## src/mpu_consts.svh

```systemverilog
// Timer unit constants

`ifndef MPU_CONSTS_SVH
`define MPU_CONSTS_SVH

// =========================================================================
// Channel count
// =========================================================================

// Number of interval timer channels in the slice
`define PIT_CHANNELS 4

// Width of the channel index carried with an access
`define PIT_CHAN_BITS 2

// =========================================================================
// Address map
// =========================================================================

// Region code sits in the top nibble of the address
`define REGION_LSB 28

// Region code that selects the configuration space
`define CFG_REGION 4'hD

// Channel field occupies address bits 6..5
`define CHAN_LSB 5

// Register field occupies address bits 4..3, one 64-bit word per register
`define REG_LSB 3

`endif

```

## src/fta_bus_pkg.sv

```systemverilog
// Request and response bus types

package fta_bus_pkg;

// =========================================================================
// Bus payload
// =========================================================================

// Transaction tag, returned unchanged with the matching response
typedef logic [7:0] tid_t;

// One 64-bit data word as carried on both request and response sides
typedef logic [63:0] data_t;

// =========================================================================
// Response status
// =========================================================================

// OKAY for a normal completion
// DECERR when no slave claims the address
typedef enum logic [1:0]
{
	OKAY   = 2'd0,
	DECERR = 2'd3
} bus_err_e;

endpackage

```

## src/pit_pkg.sv

```systemverilog
// Interval timer types

package pit_pkg;

// Count and reload values are 32 bits wide
typedef logic [31:0] pit_count_t;

// =========================================================================
// Register map and modes
// =========================================================================

// Register offset within one channel, taken from the address register field
typedef enum logic [1:0]
{
	REG_CTRL   = 2'd0,
	REG_RELOAD = 2'd1,
	REG_COUNT  = 2'd2,
	REG_STATUS = 2'd3
} pit_reg_e;

// Counting mode
// One-shot stops at zero with the output high, periodic reloads and toggles
typedef enum logic [1:0]
{
	MODE_ONESHOT  = 2'd0,
	MODE_PERIODIC = 2'd1
} pit_mode_e;

// =========================================================================
// Write word views
// =========================================================================

// Control word, enable in bit 0 and the interrupt enable in bit 3
typedef struct packed
{
	logic [59:0] rsvd;
	logic irq_en;
	pit_mode_e mode;
	logic enable;
} pit_ctrl_t;

// The same write word seen as a control word or as a reload value
// Only the low half carries the reload value
typedef union packed
{
	pit_ctrl_t ctrl;
	struct packed
	{
		logic [31:0] unused;
		pit_count_t value;
	} rld;
} pit_wdata_u;

endpackage

```

## src/pit_reg_decoder.sv

```systemverilog
// Timer register decoder

`timescale 1ns/100ps
`include "mpu_consts.svh"

module pit_reg_decoder
(
	input  logic clk_i,
	input  logic reset_i,
	input  logic req_valid_i,
	output logic req_ready_o,
	input  logic req_we_i,
	input  logic [31:0] req_adr_i,
	input  fta_bus_pkg::data_t req_dat_i,
	input  fta_bus_pkg::tid_t req_tid_i,
	output logic [`PIT_CHANNELS-1:0] chan_sel_o,
	output logic reg_we_o,
	output pit_pkg::pit_reg_e reg_ofs_o,
	output pit_pkg::pit_wdata_u reg_wdata_o,
	output logic acc_valid_o,
	output logic [`PIT_CHAN_BITS-1:0] acc_chan_o,
	output fta_bus_pkg::tid_t acc_tid_o,
	output fta_bus_pkg::bus_err_e acc_err_o,
	input  logic acc_ready_i
);

import fta_bus_pkg::*;
import pit_pkg::*;

// Slot state, an access is first decoded and then issued
logic pend_q;
logic iss_q;
logic accept;
logic fire;

// Request payload, held from acceptance until the access issues
logic we_q;
logic [31:0] adr_q;
data_t dat_q;
tid_t tid_q;

// Decode results
logic hit;
logic [`PIT_CHAN_BITS-1:0] chan_d;
logic [`PIT_CHANNELS-1:0] sel_d;
logic [`PIT_CHANNELS-1:0] sel_q;
pit_reg_e ofs_q;
logic [`PIT_CHAN_BITS-1:0] chan_q;
bus_err_e err_q;

// =========================================================================
// Handshake
// =========================================================================

// The access issues once the merger can take it this cycle
assign fire = iss_q & acc_ready_i;

// Only one access lives in the decoder
// A new one may enter on the same edge that the current one issues
assign req_ready_o = ~pend_q & (~iss_q | fire);
assign accept = req_valid_i & req_ready_o;

always_ff @(posedge clk_i)
begin
	if (reset_i)
	begin
		pend_q <= 1'b0;
		iss_q <= 1'b0;
	end
	else
	begin
		pend_q <= accept;
		iss_q <= pend_q | (iss_q & ~fire);
	end
end

// Payload capture on the accepting edge
always_ff @(posedge clk_i)
begin
	if (accept)
	begin
		we_q <= req_we_i;
		adr_q <= req_adr_i;
		dat_q <= req_dat_i;
		tid_q <= req_tid_i;
	end
end

// =========================================================================
// Address decode
// =========================================================================

always_comb
begin
	hit = adr_q[`REGION_LSB +: 4] == `CFG_REGION;
	chan_d = adr_q[`CHAN_LSB +: `PIT_CHAN_BITS];
	sel_d = '0;
	// Outside the region no channel is selected at all
	if (hit)
		sel_d[chan_d] = 1'b1;
end

// The decode stage registers its results one cycle after acceptance
always_ff @(posedge clk_i)
begin
	if (pend_q)
	begin
		sel_q <= sel_d;
		ofs_q <= pit_reg_e'(adr_q[`REG_LSB +: 2]);
		chan_q <= chan_d;
		err_q <= hit ? OKAY : DECERR;
	end
end

// =========================================================================
// Strobes and access record
// =========================================================================

// Channel select and write enable are high only in the issue cycle
assign chan_sel_o = fire ? sel_q : '0;
assign reg_we_o = fire & we_q;
assign reg_ofs_o = ofs_q;
assign reg_wdata_o = dat_q;

assign acc_valid_o = iss_q;
assign acc_chan_o = chan_q;
assign acc_tid_o = tid_q;
assign acc_err_o = err_q;

endmodule

```

## src/pit_channel.sv

```systemverilog
// Interval timer channel

`timescale 1ns/100ps

module pit_channel
(
	input  logic clk_i,
	input  logic reset_i,
	input  logic sel_i,
	input  logic we_i,
	input  pit_pkg::pit_reg_e ofs_i,
	input  pit_pkg::pit_wdata_u wdata_i,
	output fta_bus_pkg::data_t rdata_o,
	input  logic tmr_clk_i,
	input  logic tmr_gate_i,
	output logic tmr_out_o,
	output logic irq_o
);

import pit_pkg::*;

// Programmable state
pit_ctrl_t ctrl_q;
pit_count_t reload_q;
pit_count_t count_q;
logic pend_q;
logic out_q;

// Count clock and gate after synchronizing to clk_i
logic [2:0] tclk_sync_q;
logic [1:0] gate_sync_q;
logic tclk_rise;
logic tick;
logic wr;
logic clr_pend;
logic set_pend;

// =========================================================================
// Count clock synchronizer and edge detect
// =========================================================================

// Two flops resolve metastability, the third keeps the previous level
always_ff @(posedge clk_i)
begin
	if (reset_i)
	begin
		tclk_sync_q <= '0;
		gate_sync_q <= '0;
	end
	else
	begin
		tclk_sync_q <= {tclk_sync_q[1:0], tmr_clk_i};
		gate_sync_q <= {gate_sync_q[0], tmr_gate_i};
	end
end

assign tclk_rise = tclk_sync_q[1] & ~tclk_sync_q[2];

// A count step needs an enabled channel, an open gate and a nonzero count
assign tick = tclk_rise & ctrl_q.enable & gate_sync_q[1] & (count_q != '0);

assign wr = sel_i & we_i;
assign clr_pend = wr & (ofs_i == REG_STATUS) & wdata_i.rld.value[0];
assign set_pend = tick & (count_q == pit_count_t'(1));

// =========================================================================
// Registers and down-counter
// =========================================================================

always_ff @(posedge clk_i)
begin
	if (reset_i)
	begin
		ctrl_q <= '0;
		reload_q <= '0;
		count_q <= '0;
		out_q <= 1'b0;
		pend_q <= 1'b0;
	end
	else
	begin
		if (tick)
		begin
			if (count_q == pit_count_t'(1))
			begin
				// Terminal count
				if (ctrl_q.mode == MODE_PERIODIC)
				begin
					count_q <= reload_q;
					out_q <= ~out_q;
				end
				else
				begin
					count_q <= '0;
					out_q <= 1'b1;
				end
			end
			else
				count_q <= count_q - pit_count_t'(1);
		end
		// A register write wins over a count step in the same cycle
		if (wr)
		begin
			case (ofs_i)
			REG_CTRL:
				ctrl_q <= wdata_i.ctrl;
			REG_RELOAD:
				begin
					reload_q <= wdata_i.rld.value;
					count_q <= wdata_i.rld.value;
					out_q <= 1'b0;
				end
			REG_COUNT:
				count_q <= wdata_i.rld.value;
			default:
				;
			endcase
		end
		// A new terminal count is not lost to a clear in the same cycle
		pend_q <= (pend_q & ~clr_pend) | set_pend;
	end
end

// =========================================================================
// Read port and pins
// =========================================================================

// Read data is zero while a write is presented, so writes return no data
always_comb
begin
	rdata_o = '0;
	if (!we_i)
	begin
		case (ofs_i)
		REG_CTRL:   rdata_o = ctrl_q;
		REG_RELOAD: rdata_o = {32'd0, reload_q};
		REG_COUNT:  rdata_o = {32'd0, count_q};
		REG_STATUS: rdata_o = {62'd0, out_q, pend_q};
		endcase
	end
end

assign tmr_out_o = out_q;
assign irq_o = pend_q & ctrl_q.irq_en;

endmodule

```

## src/pit_resp_merge.sv

```systemverilog
// Timer response merger

`timescale 1ns/100ps
`include "mpu_consts.svh"

module pit_resp_merge
(
	input  logic clk_i,
	input  logic reset_i,
	input  logic acc_valid_i,
	output logic acc_ready_o,
	input  logic [`PIT_CHAN_BITS-1:0] acc_chan_i,
	input  fta_bus_pkg::tid_t acc_tid_i,
	input  fta_bus_pkg::bus_err_e acc_err_i,
	input  fta_bus_pkg::data_t [`PIT_CHANNELS-1:0] chan_rdata_i,
	output logic resp_valid_o,
	input  logic resp_ready_i,
	output fta_bus_pkg::data_t resp_dat_o,
	output fta_bus_pkg::tid_t resp_tid_o,
	output fta_bus_pkg::bus_err_e resp_err_o
);

import fta_bus_pkg::*;

logic capture;
data_t rd_word;

// =========================================================================
// Response slot control
// =========================================================================

// The single slot can refill on the edge that drains it
assign acc_ready_o = ~resp_valid_o | resp_ready_i;
assign capture = acc_valid_i & acc_ready_o;

always_ff @(posedge clk_i)
begin
	if (reset_i)
		resp_valid_o <= 1'b0;
	else if (capture)
		resp_valid_o <= 1'b1;
	else if (resp_ready_i)
		resp_valid_o <= 1'b0;
end

// =========================================================================
// Data select and capture
// =========================================================================

// Pick the addressed channel's read word
// Channels already give zero on writes, so only a decode error is masked here
always_comb
begin
	rd_word = chan_rdata_i[acc_chan_i];
	if (acc_err_i != OKAY)
		rd_word = '0;
end

// Payload is held unchanged while the master stalls the response
always_ff @(posedge clk_i)
begin
	if (capture)
	begin
		resp_dat_o <= rd_word;
		resp_tid_o <= acc_tid_i;
		resp_err_o <= acc_err_i;
	end
end

endmodule

```

## src/mpu_timer_unit.sv

```systemverilog
// Timer unit top level

`timescale 1ns/100ps
`include "mpu_consts.svh"

module mpu_timer_unit
(
	input  logic clk_i,
	input  logic reset_i,
	// Request side
	input  logic req_valid_i,
	output logic req_ready_o,
	input  logic req_we_i,
	input  logic [31:0] req_adr_i,
	input  fta_bus_pkg::data_t req_dat_i,
	input  fta_bus_pkg::tid_t req_tid_i,
	// Response side
	output logic resp_valid_o,
	input  logic resp_ready_i,
	output fta_bus_pkg::data_t resp_dat_o,
	output fta_bus_pkg::tid_t resp_tid_o,
	output fta_bus_pkg::bus_err_e resp_err_o,
	// Timer pins, one bit per channel
	input  logic [`PIT_CHANNELS-1:0] tmr_clk_i,
	input  logic [`PIT_CHANNELS-1:0] tmr_gate_i,
	output logic [`PIT_CHANNELS-1:0] tmr_out_o,
	output logic [`PIT_CHANNELS-1:0] irq_o
);

import fta_bus_pkg::*;
import pit_pkg::*;

// Register strobes shared by all channels
logic [`PIT_CHANNELS-1:0] chan_sel;
logic reg_we;
pit_reg_e reg_ofs;
pit_wdata_u reg_wdata;

// Access record passed to the merger
logic acc_valid;
logic acc_ready;
logic [`PIT_CHAN_BITS-1:0] acc_chan;
tid_t acc_tid;
bus_err_e acc_err;

data_t [`PIT_CHANNELS-1:0] chan_rdata;

// =========================================================================
// Request decode
// =========================================================================

pit_reg_decoder pit_reg_decoder_inst
(
	.clk_i(clk_i),
	.reset_i(reset_i),
	.req_valid_i(req_valid_i),
	.req_ready_o(req_ready_o),
	.req_we_i(req_we_i),
	.req_adr_i(req_adr_i),
	.req_dat_i(req_dat_i),
	.req_tid_i(req_tid_i),
	.chan_sel_o(chan_sel),
	.reg_we_o(reg_we),
	.reg_ofs_o(reg_ofs),
	.reg_wdata_o(reg_wdata),
	.acc_valid_o(acc_valid),
	.acc_chan_o(acc_chan),
	.acc_tid_o(acc_tid),
	.acc_err_o(acc_err),
	.acc_ready_i(acc_ready)
);

// =========================================================================
// Timer channels
// =========================================================================

for (genvar i = 0; i < `PIT_CHANNELS; i++)
begin : g_chan
	pit_channel pit_channel_inst
	(
		.clk_i(clk_i),
		.reset_i(reset_i),
		.sel_i(chan_sel[i]),
		.we_i(reg_we),
		.ofs_i(reg_ofs),
		.wdata_i(reg_wdata),
		.rdata_o(chan_rdata[i]),
		.tmr_clk_i(tmr_clk_i[i]),
		.tmr_gate_i(tmr_gate_i[i]),
		.tmr_out_o(tmr_out_o[i]),
		.irq_o(irq_o[i])
	);
end

// =========================================================================
// Response path
// =========================================================================

pit_resp_merge pit_resp_merge_inst
(
	.clk_i(clk_i),
	.reset_i(reset_i),
	.acc_valid_i(acc_valid),
	.acc_ready_o(acc_ready),
	.acc_chan_i(acc_chan),
	.acc_tid_i(acc_tid),
	.acc_err_i(acc_err),
	.chan_rdata_i(chan_rdata),
	.resp_valid_o(resp_valid_o),
	.resp_ready_i(resp_ready_i),
	.resp_dat_o(resp_dat_o),
	.resp_tid_o(resp_tid_o),
	.resp_err_o(resp_err_o)
);

endmodule

```

## config.mk

```make
export PLATFORM = sky130hd
export DESIGN_NAME = mpu_timer_unit
export DESIGN_NICKNAME = d
export VERILOG_FILES = /design/src/fta_bus_pkg.sv /design/src/pit_pkg.sv /design/src/pit_reg_decoder.sv /design/src/pit_channel.sv /design/src/pit_resp_merge.sv /design/src/mpu_timer_unit.sv
export VERILOG_INCLUDE_DIRS = /design/src
export SDC_FILE = /design/constraint.sdc
export NUM_CORES = 2
export LEC_CHECK = 0
export ABC_AREA = 0
export BUFFER_PORTS_ARGS = -buffer_cell sky130_fd_sc_hd__buf_4
export CORE_MARGIN = 2
export CORE_UTILIZATION = 30
export CTS_CLUSTER_DIAMETER = 30
export CTS_CLUSTER_SIZE = 28
export DETAILED_ROUTE_END_ITERATION = 12
export HOLD_SLACK_MARGIN = 0.03
export RECOVER_POWER = 25
export SKIP_LAST_GASP = 1
export SYNTH_ARGS = -nofsm -noshare
export SYNTH_HDL_FRONTEND = slang
export SYNTH_SLANG_ARGS = --single-unit
```

## constraint.sdc

```tcl
create_clock -name clk_i -period 3.05 [get_ports clk_i]
set_clock_uncertainty 0.05 [all_clocks]
set_input_delay 0.305 -clock clk_i [delete_from_list [all_inputs] [get_ports clk_i]]
set_output_delay 0.305 -clock clk_i [all_outputs]
set_load 0.02 [all_outputs]
```

# Yosys cells after proc, flatten, opt, wreduce, memory -nomap -nowiden
# Cells that the tools add are included.
classes:
  addsub: 4
  magnitude_cmp: 3
  n_eq_ne: 12
  n_mux: 56
  bitwise_logic: 68
  n_reduce_logical: 17
op_table:
  columns: ["op", "count"]
  rows:
  - ["$pmux W64 S4", 4]
  - ["$mux W32", 20]
  - ["$mux W64", 5]
  - ["$bmux W64 S2", 1]
  - ["$eq A32 B1 Y1 const B", 4]
  - ["$reduce_bool A32 Y1", 4]
  - ["$sub A32 B1 Y32 const B", 4]
  - ["$and A1 B1 Y1", 45]
  - ["$mux W1", 23]
  - ["$not A1 Y1", 16]
  - ["$reduce_and A2 Y1", 8]
  - ["$eq A2 B1 Y1 const B", 5]
  - ["$or A1 B1 Y1", 7]
  - ["$lt A2 B3 Y1 const B", 2]
  - ["$eq A2 B2 Y1 const B", 2]
  - ["$eq A4 B4 Y1 const B", 1]
  - ["$mux W4", 1]
  - ["$reduce_bool A2 Y1", 2]
  - ["$demux W1 S2", 1]
  - ["$ge A2 B1 Y1 const B", 1]
  - ["$logic_not A2 Y1", 1]
  - ["$mux W2", 1]
  - ["$reduce_or A2 Y1", 1]
  - ["$logic_and A1 B1 Y1", 1]
word_totals:
  regBits: 732
  out_inout_bits: 84

# Logic depth before layout (Yosys ltp)
depth:
  depth_word: 10
  mapped_depth: 11
  depth_no_buf: 8

# Hierarchy
# From an unflattened synthesis, not the netlist that was laid out.
hier_totals:
  hier_cells: 4191
  hier_area_um2: 34748.3
modules_own_cells:
  columns: ["module", "instances", "cells_per_inst", "area_each_um2"]
  rows:
  - ["pit_channel (g_chan[1].pit_channel_inst ...)", 3, 935, 6857.8]
  - ["pit_channel (g_chan[0].pit_channel_inst)", 1, 976, 7098.1]
  - ["pit_resp_merge", 1, 301, 4169.0]
  - ["pit_reg_decoder", 1, 109, 2907.8]

# Least setup slack after synthesis
# OpenSTA, ideal clock, no wires.
synth_timing:
  path_type: "register to register"
  start: "register pit_resp_merge_inst.resp_valid_o"
  end: "register pit_reg_decoder_inst.tid_q[0], in the netlist pit_reg_decoder_inst.acc_tid_o[0] (enable)"
  arrival_time_ns: 2.970
  path_slack_ns: -0.418
  stages_incl_launch_ff: 4
  n_path_buf: 0
  synth_period_minus_slack_ns: 3.468
  path_cell_list: "dfxtp_1 > nor2b_1 > a21oi_1 > and2_1"
synth_between:
  elab_chain_len: 6
synth_rtl:
  columns: ["element", "line_no", "rtl"]
  rows:
  - ["start, declared", "pit_resp_merge.sv:16", "output logic resp_valid_o,"]
  - ["start signal, assigned", "pit_resp_merge.sv:39", "resp_valid_o <= 1'b0;"]
  - ["start signal, assigned", "pit_resp_merge.sv:41", "resp_valid_o <= 1'b1;"]
  - ["start signal, assigned", "pit_resp_merge.sv:43", "resp_valid_o <= 1'b0;"]
  - ["$not A1 Y1", "pit_resp_merge.sv:33", "assign acc_ready_o = ~resp_valid_o | resp_ready_i;"]
  - ["$or A1 B1 Y1", "pit_resp_merge.sv:33", null]
  - ["$and A1 B1 Y1", "pit_reg_decoder.sv:56", "assign fire = iss_q & acc_ready_i;"]
  - ["$or A1 B1 Y1", "pit_reg_decoder.sv:60", "assign req_ready_o = ~pend_q & (~iss_q | fire);"]
  - ["$and A1 B1 Y1", "pit_reg_decoder.sv:60", null]
  - ["via req_ready_o", "mpu_timer_unit.sv:12", "output logic req_ready_o,"]
  - ["$and A1 B1 Y1", "pit_reg_decoder.sv:61", "assign accept = req_valid_i & req_ready_o;"]
  - ["via pit_reg_decoder_inst.accept", "pit_reg_decoder.sv:33", "logic accept;"]
  - ["end signal, assigned", "pit_reg_decoder.sv:85", "tid_q <= req_tid_i;"]
  - ["end, declared", "pit_reg_decoder.sv:40", "tid_t tid_q;"]
# The timed path passes the listed nets, and every way through them passes these cells.
# A chain may end at the register's enable or synchronous reset.

# Final worst setup path
layout_timing:
  start: "register pit_reg_decoder_inst.ofs_q[0], in the netlist pit_reg_decoder_inst.reg_ofs_o[0]"
  end: "register pit_resp_merge_inst.resp_dat_o[24] (data pin)"
layout_between:
  elab_chain_len: 5
layout_rtl:
  columns: ["element", "line_no", "rtl"]
  rows:
  - ["start, declared", "pit_reg_decoder.sv:47", "pit_reg_e ofs_q;"]
  - ["start signal, assigned", "pit_reg_decoder.sv:109", "ofs_q <= pit_reg_e'(adr_q[`REG_LSB +: 2]);"]
  - ["$eq A2 B2 Y1 (tied with other cells)", "pit_channel.sv:134", "case (ofs_i)"]
  - ["$pmux W64 S4", "pit_channel.sv:134", null]
  - ["$mux W64", "pit_channel.sv:132", "if (!we_i)"]
  - ["$bmux W64 S2 (*)", "pit_resp_merge.sv:54", "rd_word = chan_rdata_i[acc_chan_i];"]
  - ["$mux W64 (not written as such) (*)", "pit_resp_merge.sv:54", null]
  - ["end signal, assigned", "pit_resp_merge.sv:64", "resp_dat_o <= rd_word;"]
  - ["end, declared", "pit_resp_merge.sv:18", "output fta_bus_pkg::data_t resp_dat_o,"]
# Every way passes the cells marked *; elsewhere a longest branch is shown, timed or not. The select of a mux whose other input is x is not followed.

==> impl_metrics.csv <==
group,metric,value,unit
run_status,status,"finished with violations",
run_status,violations,"max-capacitance violations, max-slew violations",
route,routed-via-count,33600,
critical_path,cp_data_required_time,3.48,ns
clock_network,clk_pin_slew,0.06,ns
power_and_ir_drop,comb_power_share,6.0,%
logic_synthesis,yosysSeqAreaShare,46.4,%
placement,pre_cts_ws,0.211,ns
timing,rsz0062_at_grt,"false",
logic_synthesis,syn_nets,4136,
route,wirelength,138,mm
power_and_ir_drop,clockPowerShare,59.5,%
placement,io_buffers,176,
timing,setup_viol_count_final,0,
global_routing,gr-usage-all-layers,23.2,%
placement,gp_congestion,1.02,
global_routing,grt_pass1_vias,32300,
critical_path,critical_path_arrival,3.36,ns
floorplanning,die_w,340,um
global_routing,antenna_found_initial,3,
cells_and_area,drive_above_1_share,17.8,%
critical_path,start_kind,"flop",
clock_network,h-tree-depth,4,
clock_network,cts.sinks,706,
critical_path,critPathMaxFanout,29,
power_and_ir_drop,swShare,24.6,%
logic_synthesis,syn_area_per_cell,8.47,um^2
logic_synthesis,ys.warnings.count,0,
global_routing,grt_pass1_wl,206,mm
timing,max_slew_margin,-31.1,%
clock_network,root_buffer,"clkbuf_16",
logic_synthesis,synthCells,4006,
clock_network,clock_latency,0.77,ns
floorplanning,io_pins,201,
timing,fin_hold_ws,0.218,ns
critical_path,crit_type,"flop to flop",
logic_synthesis,synth_edf_count,163,
logic_synthesis,synthFlopType,"dfxtp_1",
critical_path,end_kind,"flop",
route,drt_iter0_markers,3731,
floorplanning,die_area,116000,um^2
timing,fin_tns_setup,0,ns
floorplanning,die_h,340,um
floorplanning,rows,123,
route,ant_nets,0,
logic_synthesis,yosysUniqueCellTypes,89,
timing,hold_viol,0,
placement,hpwl,95.5,mm
clock_network,cts_tree,"yes",
timing,worst_pin_slew,1.97,ns
timing,timing.final.ws_setup,0.127,ns
power_and_ir_drop,vdd_drop_max,0.518,mV
timing,fin_crit,2.92,ns
power_and_ir_drop,pwr-share-seq,34.5,%
cells_and_area,syn_to_final_growth,31.3,%
logic_synthesis,async_reset_ff_share,0,%
route,avgViaCountPerCell,5.60,
min_path,hp-class,"input pin to flop",
cells_and_area,final_cell_area,44600,um^2
cells_and_area,nets,4495,
global_routing,grt_max_degree,132,
placement,place_area,38500,um^2
route,dr.pass1.iters,6,
power_and_ir_drop,p_switching,0.00706,W
cells_and_area,mostFrequentLayoutCells,"nand2_1, a21oi_1, dfxtp_1",
timing,clock.fmax,342,MHz
power_and_ir_drop,power.leakage,15.9,nW
power_and_ir_drop,p_int,0.0216,W
floorplanning,start_util,30.2,%
route,drc,0,
floorplanning,placeableCoreArea,112000,um^2
power_and_ir_drop,power_density,644,nW/um^2
logic_synthesis,mappedNetlistArea,33900,um^2
cells_and_area,layout_commonest_cell,"nand2_1",
clock_network,clockBufferDepth,3,
logic_synthesis,synth-seq-cells,706,
timing,min_period_over_period,95.8,%
route,wl_per_cell,23.0,um
timing,finalMaxSlewViolations,197,
job,drv_cap,4,
global_routing,grt_overflow,0,
clock_network,cts_buffers,152,
[worst paths after layout]
| kind | start | end | slack [ns] | cells past startpoint |
|---|---|---|---|---|
| worst max-delay path | pit_reg_decoder_inst.reg_ofs_o[0] | pit_resp_merge_inst.resp_dat_o[24] | 0.13 | 11 |
| worst max register to register | pit_reg_decoder_inst.reg_ofs_o[0] | pit_resp_merge_inst.resp_dat_o[24] | 0.13 | 11 |
| worst min register to register | pit_reg_decoder_inst.acc_tid_o[6] | pit_resp_merge_inst.resp_tid_o[6] | 0.37 | 0 |
| worst min-delay path | req_dat_i[7] | pit_reg_decoder_inst.reg_wdata_o[7] | 0.22 | 2 |
[cell families after synthesis]
family / count (synthesis) / synth area share [%]
muxes: 76 / 4.69
buffers and inverters: 401 / 4.70
DFF: 706 / 46.4
adders and majority gates: 13 / 0.479
xor gates and xnor gates: 43 / 1.11
and+or+nand+nor: 1565 / 20.8
AOI/OAI and AO/OA: 1202 / 21.8
[per-stage QoR]
| step | cells | power, W | utilization (%) |
|---|---|---|---|
| 6_report | 5994 | 0.0287 | 39.7 |
| 5_1_grt | 5994 | 0.0295 | 39.7 |
| 4_1_cts | 5992 | 0.0289 | 40.0 |
| 3_5_place_dp | 5618 | 0.0117 | 34.3 |
| 3_3_place_gp | 5618 | 0.0117 | 34.3 |
| 2_1_floorplan | 4006 | 0.0109 | - |
[sequential cells by signal, summed over array words and instances, names as in the netlist, 12 cells and up]
| signal | cells |
|---|---|
| g_chan.pit_channel_inst.ctrl_q | 256 |
| g_chan.pit_channel_inst.count_q | 128 |
| g_chan.pit_channel_inst.reload_q | 128 |
| pit_reg_decoder_inst.reg_wdata_o | 64 |
| pit_resp_merge_inst.resp_dat_o | 64 |
| g_chan.pit_channel_inst.tclk_sync_q | 12 |
[worst max-delay path, cell delays in order (launching register included)]
cell and delay [ns]:
edfxtp_1 0.46, inv_1 0.18, ha_4 0.33, buf_12 0.25
buf_4 0.17, a221oi_1 0.25, a211oi_1 0.08, a21oi_1 0.23
nor2_1 0.09, a21oi_1 0.35, buf_4 0.18, nor2_1 0.03
[cells in the mapped netlist, types with 27 or more instances]
cell      number  area share, %
mux4_2        66            4.4
edfxtp_1     163             14
nor4_1        59            1.1
nand2_1      931             10
nor3_1        59           0.87
clkbuf_1     324            3.6
dfxtp_1      543             32
o22ai_1       37           0.68
nand3_1       62           0.91
and3_1        49           0.90
a22oi_1       69            1.5
and2_1        27           0.50
a211oi_1      61            1.3
a31oi_1       35           0.64
o21ai_0      103            1.5
a221oi_1      75            1.9
nor2_1       201            2.2
buf_1         28           0.31
a21oi_1      630            9.3
nor2b_1       30           0.55
[routing by layer]
metal / track usage, % / routed length, um / share of wire [%]
met1: 30.7 / 57600 / 42
met2: 34.8 / 60600 / 44
met3: 5.00 / 11800 / 8.5
met4: 13.5 / 8110 / 5.9
met5: 0 / 17 / 0.012
[power by group through the flow]
stage                     clock (W)  sequential [W]  combinational (W)
after floorplan                   0          0.0100           0.000873
after global placement            0          0.0101            0.00162
after detailed placement          0          0.0101            0.00162
after CTS                    0.0173         0.00991            0.00172
after global routing         0.0178         0.00992            0.00182
final                        0.0171         0.00991            0.00171
[layout make-up]
class,count,area (um^2)
Timing Repair Buffer,581,4740
Inverter,25,93.8
Tap cell,1500,1880
Fill cell,11200,67800
Sequential cell,706,15800
Antenna cell,1,2.50
Clock buffer,197,4350
Multi-Input combinational cell,2899,16700
Clock inverter,85,1090
[what timing repair did]
action,CTS,global route
setup buffers,0,1
hold buffers,92,0
hold endpoints to repair,126,0
gates resized for setup,0,1
setup endpoints to repair,0,2
(Power assumes the default switching activity.)
